## config.mk

```make
export PLATFORM = sky130hd
export DESIGN_NAME = rvc_expander
export DESIGN_NICKNAME = d
export VERILOG_FILES = /design/src/verilog/rvc_pkg.sv /design/src/verilog/rvc_expander.sv /design/src/verilog/rvc_quadrant2.sv /design/src/verilog/rvc_quadrant1.sv /design/src/verilog/rvc_quadrant0.sv
export SDC_FILE = /design/constraint.sdc
export NUM_CORES = 1
export LEC_CHECK = 0
export ABC_AREA = 0
export BUFFER_PORTS_ARGS = -buffer_cell sky130_fd_sc_hd__buf_2
export CORE_MARGIN = 3
export CORE_UTILIZATION = 50
export CTS_CLUSTER_SIZE = 10
export DETAILED_ROUTE_END_ITERATION = 10
export PLACE_DENSITY = 0.73
export SYNTH_ARGS = -nofsm -noshare
export SYNTH_HDL_FRONTEND = slang
export SYNTH_HIERARCHICAL = 1
export SYNTH_SLANG_ARGS = --single-unit
```

## constraint.sdc

```tcl
create_clock -name clk -period 1.35 [get_ports clk]
set_input_delay 0.135 -clock clk [delete_from_list [all_inputs] [get_ports clk]]
set_output_delay 0.135 -clock clk [all_outputs]
set_load 0.1 [all_outputs]
```

## src/verilog/rvc_pkg.sv

```systemverilog
// RVC expander package
// RV32 opcodes, register numbers and the types shared by the
// compressed instruction expander

package rvc_pkg;

  ////////////////////////////////////////////////////////////
  // RV32 major opcodes
  ////////////////////////////////////////////////////////////

  localparam logic [6:0] opcode_opimm  = 7'h13;
  localparam logic [6:0] opcode_op     = 7'h33;
  localparam logic [6:0] opcode_lui    = 7'h37;
  localparam logic [6:0] opcode_load   = 7'h03;
  localparam logic [6:0] opcode_store  = 7'h23;
  localparam logic [6:0] opcode_branch = 7'h63;
  localparam logic [6:0] opcode_jal    = 7'h6f;
  localparam logic [6:0] opcode_jalr   = 7'h67;

  ////////////////////////////////////////////////////////////
  // register numbers
  ////////////////////////////////////////////////////////////

  // x0, link register and stack pointer
  localparam logic [4:0] reg_zero = 5'd0;
  localparam logic [4:0] reg_ra   = 5'd1;
  localparam logic [4:0] reg_sp   = 5'd2;

  // 3-bit compressed register fields map onto x8..x15
  localparam logic [1:0] creg_prefix = 2'b01;

  // full-width ebreak, target of c.ebreak
  localparam logic [31:0] insn_ebreak = 32'h0010_0073;

  ////////////////////////////////////////////////////////////
  // types
  ////////////////////////////////////////////////////////////

  // quadrant given by the two low bits of the fetch word
  typedef enum logic [1:0] {
    q0     = 2'b00,
    q1     = 2'b01,
    q2     = 2'b10,
    q_full = 2'b11
  } rvc_quadrant_e;

  // one compressed instruction half
  typedef logic [15:0] rvc_insn_t;

  // expansion result of one quadrant
  // instr is don't care whenever illegal is set
  typedef struct packed {
    logic [31:0] instr;
    logic        illegal;
  } rvc_result_t;

endpackage
```

## src/verilog/rvc_expander.sv

```systemverilog
// RVC expander top level
// expands a compressed fetch word or passes a full word through,
// result registered once as a decode-stage register

`timescale 1ns/1ps

module rvc_expander (
  input  logic        clk,
  input  logic        reset_i,
  input  logic        valid_i,
  input  logic [31:0] instr_i,
  output logic        valid_o,
  output logic [31:0] instr_o,
  output logic        illegal_o,
  output logic        is_compressed_o
);

  rvc_pkg::rvc_quadrant_e quadrant;
  rvc_pkg::rvc_result_t   q0_result;
  rvc_pkg::rvc_result_t   q1_result;
  rvc_pkg::rvc_result_t   q2_result;
  rvc_pkg::rvc_result_t   sel_result;
  rvc_pkg::rvc_result_t   result_q;
  logic                   valid_q;
  logic                   compressed_q;

  assign quadrant = rvc_pkg::rvc_quadrant_e'(instr_i[1:0]);

  ////////////////////////////////////////////////////////////
  // per-quadrant expansion
  ////////////////////////////////////////////////////////////

  rvc_quadrant0 i_rvc_quadrant0 (.insn_i(instr_i[15:0]), .result_o(q0_result));
  rvc_quadrant1 i_rvc_quadrant1 (.insn_i(instr_i[15:0]), .result_o(q1_result));
  rvc_quadrant2 i_rvc_quadrant2 (.insn_i(instr_i[15:0]), .result_o(q2_result));

  always_comb begin
    unique case (quadrant)
      rvc_pkg::q0: sel_result = q0_result;
      rvc_pkg::q1: sel_result = q1_result;
      rvc_pkg::q2: sel_result = q2_result;
      default: begin
        // 32-bit instruction, unchanged
        sel_result.instr   = instr_i;
        sel_result.illegal = 1'b0;
      end
    endcase
  end

  ////////////////////////////////////////////////////////////
  // output register
  ////////////////////////////////////////////////////////////

  always_ff @(posedge clk) begin
    if (reset_i) begin
      valid_q      <= 1'b0;
      result_q     <= '0;
      compressed_q <= 1'b0;
    end else begin
      valid_q      <= valid_i;
      result_q     <= sel_result;
      compressed_q <= (quadrant != rvc_pkg::q_full);
    end
  end

  assign valid_o         = valid_q;
  assign instr_o         = result_q.instr;
  assign illegal_o       = result_q.illegal;
  assign is_compressed_o = compressed_q;

endmodule

```

## src/verilog/rvc_quadrant2.sv

```systemverilog
// RVC quadrant 2 expander
// c.slli, stack-pointer load/store and the jr/jalr/mv/add/ebreak group

`timescale 1ns/1ps

module rvc_quadrant2 (
  input  rvc_pkg::rvc_insn_t   insn_i,
  output rvc_pkg::rvc_result_t result_o
);

  // full register fields, no prime mapping in this quadrant
  logic [4:0] rd;
  logic [4:0] rs2;

  assign rd  = insn_i[11:7];
  assign rs2 = insn_i[6:2];

  always_comb begin
    result_o.instr   = 32'h0;
    result_o.illegal = 1'b0;

    unique case (insn_i[15:13])
      3'b000: begin
        // c.slli -> slli rd, rd, shamt
        result_o.instr   = {7'b0000000, rs2, rd, 3'b001, rd, rvc_pkg::opcode_opimm};
        result_o.illegal = insn_i[12];
      end

      3'b010: begin
        // c.lwsp -> lw rd, uimm(x2)
        result_o.instr = {4'b0000, insn_i[3:2], insn_i[12], insn_i[6:4], 2'b00,
                          rvc_pkg::reg_sp, 3'b010, rd, rvc_pkg::opcode_load};
        if (rd == rvc_pkg::reg_zero) begin
          result_o.illegal = 1'b1;
        end
      end

      3'b100: begin
        if (!insn_i[12]) begin
          if (rs2 == rvc_pkg::reg_zero) begin
            // c.jr -> jalr x0, 0(rs1), rs1 = x0 reserved
            result_o.instr = {12'h000, rd, 3'b000, rvc_pkg::reg_zero, rvc_pkg::opcode_jalr};
            if (rd == rvc_pkg::reg_zero) begin
              result_o.illegal = 1'b1;
            end
          end else begin
            // c.mv -> add rd, x0, rs2
            result_o.instr = {7'b0000000, rs2, rvc_pkg::reg_zero, 3'b000, rd, rvc_pkg::opcode_op};
          end
        end else begin
          if (rs2 == rvc_pkg::reg_zero) begin
            if (rd == rvc_pkg::reg_zero) begin
              result_o.instr = rvc_pkg::insn_ebreak;
            end else begin
              // c.jalr -> jalr x1, 0(rs1)
              result_o.instr = {12'h000, rd, 3'b000, rvc_pkg::reg_ra, rvc_pkg::opcode_jalr};
            end
          end else begin
            // c.add -> add rd, rd, rs2
            result_o.instr = {7'b0000000, rs2, rd, 3'b000, rd, rvc_pkg::opcode_op};
          end
        end
      end

      3'b110: begin
        // c.swsp -> sw rs2, uimm(x2)
        result_o.instr = {4'b0000, insn_i[8:7], insn_i[12], rs2, rvc_pkg::reg_sp, 3'b010,
                          insn_i[11:9], 2'b00, rvc_pkg::opcode_store};
      end

      // float, table jump and reserved slots
      default: begin
        result_o.illegal = 1'b1;
      end
    endcase
  end

endmodule

```

## src/verilog/rvc_quadrant1.sv

```systemverilog
// RVC quadrant 1 expander
// immediate arithmetic, register ALU ops, jumps and branches

`timescale 1ns/1ps

module rvc_quadrant1 (
  input  rvc_pkg::rvc_insn_t   insn_i,
  output rvc_pkg::rvc_result_t result_o
);

  logic [4:0]  rd;
  logic [4:0]  rs1_p;
  logic [4:0]  rs2_p;
  logic [11:0] imm6_sext;

  assign rd    = insn_i[11:7];
  assign rs1_p = {rvc_pkg::creg_prefix, insn_i[9:7]};
  assign rs2_p = {rvc_pkg::creg_prefix, insn_i[4:2]};

  // 6-bit signed immediate of c.addi, c.li and c.andi
  assign imm6_sext = {{7{insn_i[12]}}, insn_i[6:2]};

  always_comb begin
    result_o.instr   = 32'h0;
    result_o.illegal = 1'b0;

    unique case (insn_i[15:13])
      3'b000: begin
        // c.addi -> addi rd, rd, imm (c.nop when rd = x0)
        result_o.instr = {imm6_sext, rd, 3'b000, rd, rvc_pkg::opcode_opimm};
      end

      3'b001, 3'b101: begin
        // c.jal links x1, c.j links x0
        result_o.instr = {insn_i[12], insn_i[8], insn_i[10:9], insn_i[6], insn_i[7],
                          insn_i[2], insn_i[11], insn_i[5:3], {9{insn_i[12]}},
                          insn_i[15] ? rvc_pkg::reg_zero : rvc_pkg::reg_ra,
                          rvc_pkg::opcode_jal};
      end

      3'b010: begin
        // c.li -> addi rd, x0, imm (rd = x0 is a hint)
        result_o.instr = {imm6_sext, rvc_pkg::reg_zero, 3'b000, rd, rvc_pkg::opcode_opimm};
      end

      3'b011: begin
        if (rd == rvc_pkg::reg_sp) begin
          // c.addi16sp -> addi x2, x2, nzimm*16
          result_o.instr = {{3{insn_i[12]}}, insn_i[4:3], insn_i[5], insn_i[2], insn_i[6],
                            4'b0000, rvc_pkg::reg_sp, 3'b000, rvc_pkg::reg_sp,
                            rvc_pkg::opcode_opimm};
        end else begin
          // c.lui -> lui rd, nzimm
          result_o.instr = {{15{insn_i[12]}}, insn_i[6:2], rd, rvc_pkg::opcode_lui};
        end
        if ({insn_i[12], insn_i[6:2]} == 6'b000000) begin
          result_o.illegal = 1'b1;
        end
      end

      3'b100: begin
        unique case (insn_i[11:10])
          2'b00, 2'b01: begin
            // c.srli / c.srai, shamt[5] must be clear on RV32
            result_o.instr = {1'b0, insn_i[10], 5'b00000, insn_i[6:2], rs1_p, 3'b101, rs1_p,
                              rvc_pkg::opcode_opimm};
            result_o.illegal = insn_i[12];
          end

          2'b10: begin
            // c.andi -> andi rd', rd', imm
            result_o.instr = {imm6_sext, rs1_p, 3'b111, rs1_p, rvc_pkg::opcode_opimm};
          end

          default: begin
            // register-register ops, funct2 in [6:5]
            unique case ({insn_i[12], insn_i[6:5]})
              3'b000: begin
                result_o.instr = {7'b0100000, rs2_p, rs1_p, 3'b000, rs1_p, rvc_pkg::opcode_op};
              end
              3'b001: begin
                result_o.instr = {7'b0000000, rs2_p, rs1_p, 3'b100, rs1_p, rvc_pkg::opcode_op};
              end
              3'b010: begin
                result_o.instr = {7'b0000000, rs2_p, rs1_p, 3'b110, rs1_p, rvc_pkg::opcode_op};
              end
              3'b011: begin
                result_o.instr = {7'b0000000, rs2_p, rs1_p, 3'b111, rs1_p, rvc_pkg::opcode_op};
              end
              // subw/addw are RV64 only, the rest is reserved
              default: begin
                result_o.illegal = 1'b1;
              end
            endcase
          end
        endcase
      end

      default: begin
        // c.beqz / c.bnez -> beq/bne rs1', x0, imm
        result_o.instr = {{4{insn_i[12]}}, insn_i[6:5], insn_i[2], rvc_pkg::reg_zero, rs1_p,
                          2'b00, insn_i[13], insn_i[11:10], insn_i[4:3], insn_i[12],
                          rvc_pkg::opcode_branch};
      end
    endcase
  end

endmodule

```

## src/verilog/rvc_quadrant0.sv

```systemverilog
// RVC quadrant 0 expander
// c.addi4spn, c.lw and c.sw to their RV32I form

`timescale 1ns/1ps

module rvc_quadrant0 (
  input  rvc_pkg::rvc_insn_t   insn_i,
  output rvc_pkg::rvc_result_t result_o
);

  // rd' / rs2' in [4:2], rs1' in [9:7]
  logic [4:0] rd_p;
  logic [4:0] rs1_p;

  assign rd_p  = {rvc_pkg::creg_prefix, insn_i[4:2]};
  assign rs1_p = {rvc_pkg::creg_prefix, insn_i[9:7]};

  always_comb begin
    result_o.instr   = 32'h0;
    result_o.illegal = 1'b0;

    unique case (insn_i[15:13])
      3'b000: begin
        // c.addi4spn -> addi rd', x2, nzuimm
        result_o.instr = {2'b00, insn_i[10:7], insn_i[12:11], insn_i[5], insn_i[6], 2'b00,
                          rvc_pkg::reg_sp, 3'b000, rd_p, rvc_pkg::opcode_opimm};
        // zero immediate is reserved, all-zero half included
        if (insn_i[12:5] == 8'h00) begin
          result_o.illegal = 1'b1;
        end
      end

      3'b010: begin
        // c.lw -> lw rd', uimm(rs1')
        result_o.instr = {5'b00000, insn_i[5], insn_i[12:10], insn_i[6], 2'b00,
                          rs1_p, 3'b010, rd_p, rvc_pkg::opcode_load};
      end

      3'b110: begin
        // c.sw -> sw rs2', uimm(rs1')
        result_o.instr = {5'b00000, insn_i[5], insn_i[12], rd_p, rs1_p, 3'b010,
                          insn_i[11:10], insn_i[6], 2'b00, rvc_pkg::opcode_store};
      end

      // reserved, float and byte/half slots
      default: begin
        result_o.illegal = 1'b1;
      end
    endcase
  end

endmodule

```

==> flow_summary.rst <==
.. list-table::
   :header-rows: 1

   * - Metric
     - Value
   * - Minimum clock period after layout
     - 1.34 ns
   * - Drt initial violations
     - 308
   * - Distinct cell type count after synthesis
     - 62
   * - Power per unit of standard cell area
     - 842 mW/mm^2
   * - Congestion Overflow GR
     - 0
   * - Number of flops mapped to enable cells by yosys
     - 0
   * - Post-synthesis adder-cell area fraction
     - 0%
   * - Number of global-route vias before repair
     - 3363
   * - Static leakage power
     - 2.07 nW
   * - Post-route DRC
     - 0
   * - XOR/XNOR share of the synthesized area
     - 0%
   * - WP data required
     - 1.52 ns
   * - Count of state elements after synthesis
     - 35
   * - Starting density of the core
     - 52.7%
   * - Worst Hold Margin
     - 0.0561 ns
   * - Warnings from Yosys
     - 6
   * - Critical Path End Type
     - flop
   * - Via count of the routed design
     - 3558
   * - Launching element of the worst setup path
     - instr_i[8]
   * - Classification of the worst-slack hold path
     - input pin to flop
   * - Multiplexer share of the synthesized area
     - 20.1%
   * - Worst setup path endpoint
     - instr_o[7]
   * - Drt via density
     - 6.05
   * - Part of the cycle the worst path needs
     - 99.6%
   * - Final weighted congestion in routability-driven placement
     - 1.04
   * - Number of inserted diodes
     - 0
   * - Post-cts hold buffer count
     - 0
   * - Die X
     - 85.9 um
   * - Top flip-flop cell by instance count after synthesis
     - dfxtp_1
   * - Number of sinks on the clock net
     - 35
   * - Detailed-route wire length per cell
     - 18.6 um
   * - Final Net Count
     - 547
   * - # Max-Cap Violations
     - 0
   * - Number of primary I/O pins
     - 70
   * - Antenna violations before repair
     - 0
   * - Mean cell area of the mapped netlist
     - 8.41 sq um
   * - Clock buffers created by TritonCTS
     - 5
   * - Combinational family with the most area after synthesis
     - compound AO/OA/AOI/OAI gates
   * - Count of placed standard cells in the final layout, fillers left out
     - 588
   * - Max incr delay on CP
     - 0.30 ns
   * - Setup-failing EPs final
     - 0
   * - Area post-placement
     - 0.00406 sq mm
   * - Number of H-tree levels
     - 2
   * - Final max-slew violation count
     - 0
   * - Share of cells above drive strength 1
     - 39.2%
   * - Clock tree from TritonCTS
     - yes
   * - Crit-path cells
     - buf_2, nor4_4, or2b_1, a32oi_1, o2bb2ai_1, mux2i_1, o22ai_2
   * - Post-Syn Instances
     - 380
   * - Outcome
     - completed
   * - Type of the worst setup path
     - input pin to flop
   * - Count of input and output buffers
     - 69
   * - Floorplan die area
     - 0.00738 sq mm
   * - Maximum number of pins on one net before global-route repair
     - 31
   * - CTS clock-pin slew for the worst setup and hold paths
     - 0.08 ns
   * - Crit start category
     - input pin
   * - Asr flop ratio synth
     - 0%
   * - Final routed wirelength across all metal layers
     - 10900 um
   * - Bufs on Longest Clock Path
     - 2
   * - Die height
     - 85.9 um
   * - Core Footprint
     - 0.00606 sq mm
   * - Cell with the biggest individual delay on the critical path
     - or2b_1
   * - Transition time at the pin with the least slew margin
     - 0.503 ns
   * - Signed area change from the synthesized netlist to the final layout
     - 32.7%
   * - Sequential element share of the synthesized area
     - 21.9%
   * - Critical Path Fanout Max
     - 3
   * - Final standard cell area without fillers
     - 0.00424 sq mm
   * - Arrival time of data at the critical path endpoint
     - 1.51 ns
   * - Worst-case vdd ir drop
     - 0.000648 V
   * - Relative slew slack
     - 66.3%
   * - Achievable frequency
     - 744 MHz
   * - Setup TNS
     - 0 ns
   * - Global routing usage summed across all routing layers
     - 29.1%
   * - Number of placed instances with taps included
     - 579
   * - Wire length of the first global-routing pass
     - 17100 um
   * - Clock Tree Root
     - clkbuf_8
   * - Synth Area in Simple Gates
     - 22.6%
   * - Total half-perimeter wirelength after legalization and detailed placement
     - 8330 um
   * - Synth Area in Compound Gates
     - 23.1%
   * - Antenna-violating nets left
     - 0
   * - Count of endpoints failing hold in the final timing report
     - 0
   * - Row cnt
     - 28
   * - Post-Syn Area
     - 0.00319 sq mm
   * - Final core area utilization
     - 70.0%
   * - Drt pass-1 iters
     - 5
   * - RSZ-0062 raised after global routing
     - true
## synth_stat cells, types with 10 or more instances
library cell  count  area, sq um
mux2i_1          62          621
dfxtp_1          35          701
nand2_1          23         86.3
nor2_1           23         86.3
o22ai_1          23          144
buf_4            21          158
and2_1           20          125
a21oi_1          14         70.1
buf_2            11         55.1
nor2b_1          11         68.8
o22ai_2          11          138
nand2b_1         10         62.6
## layout by cell type, fill, tap and decap left out, types with 4 or more instances in the layout
cell type   n
clkbuf_4    4
buf_12      5
nand2_1    23
dfxtp_1    35
o22ai_2    11
nand2b_1    9
nor2_1     20
clkbuf_8    5
inv_1       7
and3_1      5
a21oi_1    13
buf_2      64
o21ai_1     5
nand3_1     9
o21ai_0     5
conb_1     14
o22ai_1    23
buf_4      80
nor2b_1    11
nor3_1      6
and2_1     20
buf_6       4
mux2i_1    62
## layout make-up
class / count / area (sq um)
Timing Repair Buffer: 157 / 1100
Clock inverter: 3 / 20.0
Inverter: 9 / 33.8
Tap cell: 75 / 93.8
Clock buffer: 5 / 68.8
Multi-Input combinational cell: 304 / 2230
Fill cell: 516 / 1820
Sequential cell: 35 / 701
## how the worst min path moves through the flow
| stage | startpoint | endpoint | slack [ns] | depth (start not counted) |
|---|---|---|---|---|
| 6_report | valid_i | valid_o | 0.06 | 2 |
| 5_1_grt | valid_i | valid_o | 0.06 | 2 |
| 4_1_cts | valid_i | valid_o | 0.05 | 2 |
| 3_5_place_dp | valid_i | valid_o | 0.35 | 2 |
| 3_3_place_gp | valid_i | valid_o | 0.35 | 2 |
| 2_1_floorplan | reset_i | is_compressed_o | 0.20 | 1 |
## flip-flops by register name, indices dropped and copies added (netlist names)
| signal | count |
|---|---|
| instr_o | 32 |
| illegal_o | 1 |
| is_compressed_o | 1 |
| valid_o | 1 |
## worst max-delay path, delay by kind of cell
| family | cells | cell delay [ns] |
|---|---|---|
| AOI/OAI and AO/OA | 3 | 0.50 |
| buffers and inverters | 1 | 0.13 |
| muxes | 1 | 0.18 |
| and+or+nand+nor | 2 | 0.57 |
## stage by stage
step | total power, mW | worst slack, ns
floorplan | 2.29 | 0.0000356
global placement | 2.74 | -0.293
finish | 3.57 | 0.00507
global route | 3.71 | -0.0144
detailed placement | 2.76 | -0.296
CTS | 3.54 | 0.00424
## routing by layer
layer,track usage (%),part of all wire (%)
met1,38.0,42
met2,47.4,46
met3,5.09,8.2
met4,11.8,3.6
met5,0,0
## report_power, final
group          switching (mW)  internal, mW  total, mW
Combinational            1.12         0.541       1.67
Sequential             0.0157          1.11       1.12
Clock                   0.425         0.359      0.785
## what timing repair did
| item | in CTS | in global routing |
|---|---|---|
| gates resized for setup | 1 | 22 |
| endpoints found under the setup margin | 1 | 18 |
| pin swaps | 0 | 3 |
| buffers inserted | 0 | 1 |
| cloned | 0 | 0 |
## cells by family after synthesis
group / Yosys count
other cells: 2
compound gates: 97
mux: 64
flops: 35
buf+inv: 53
simple gates: 129
Power figures use the tool's default switching activity.
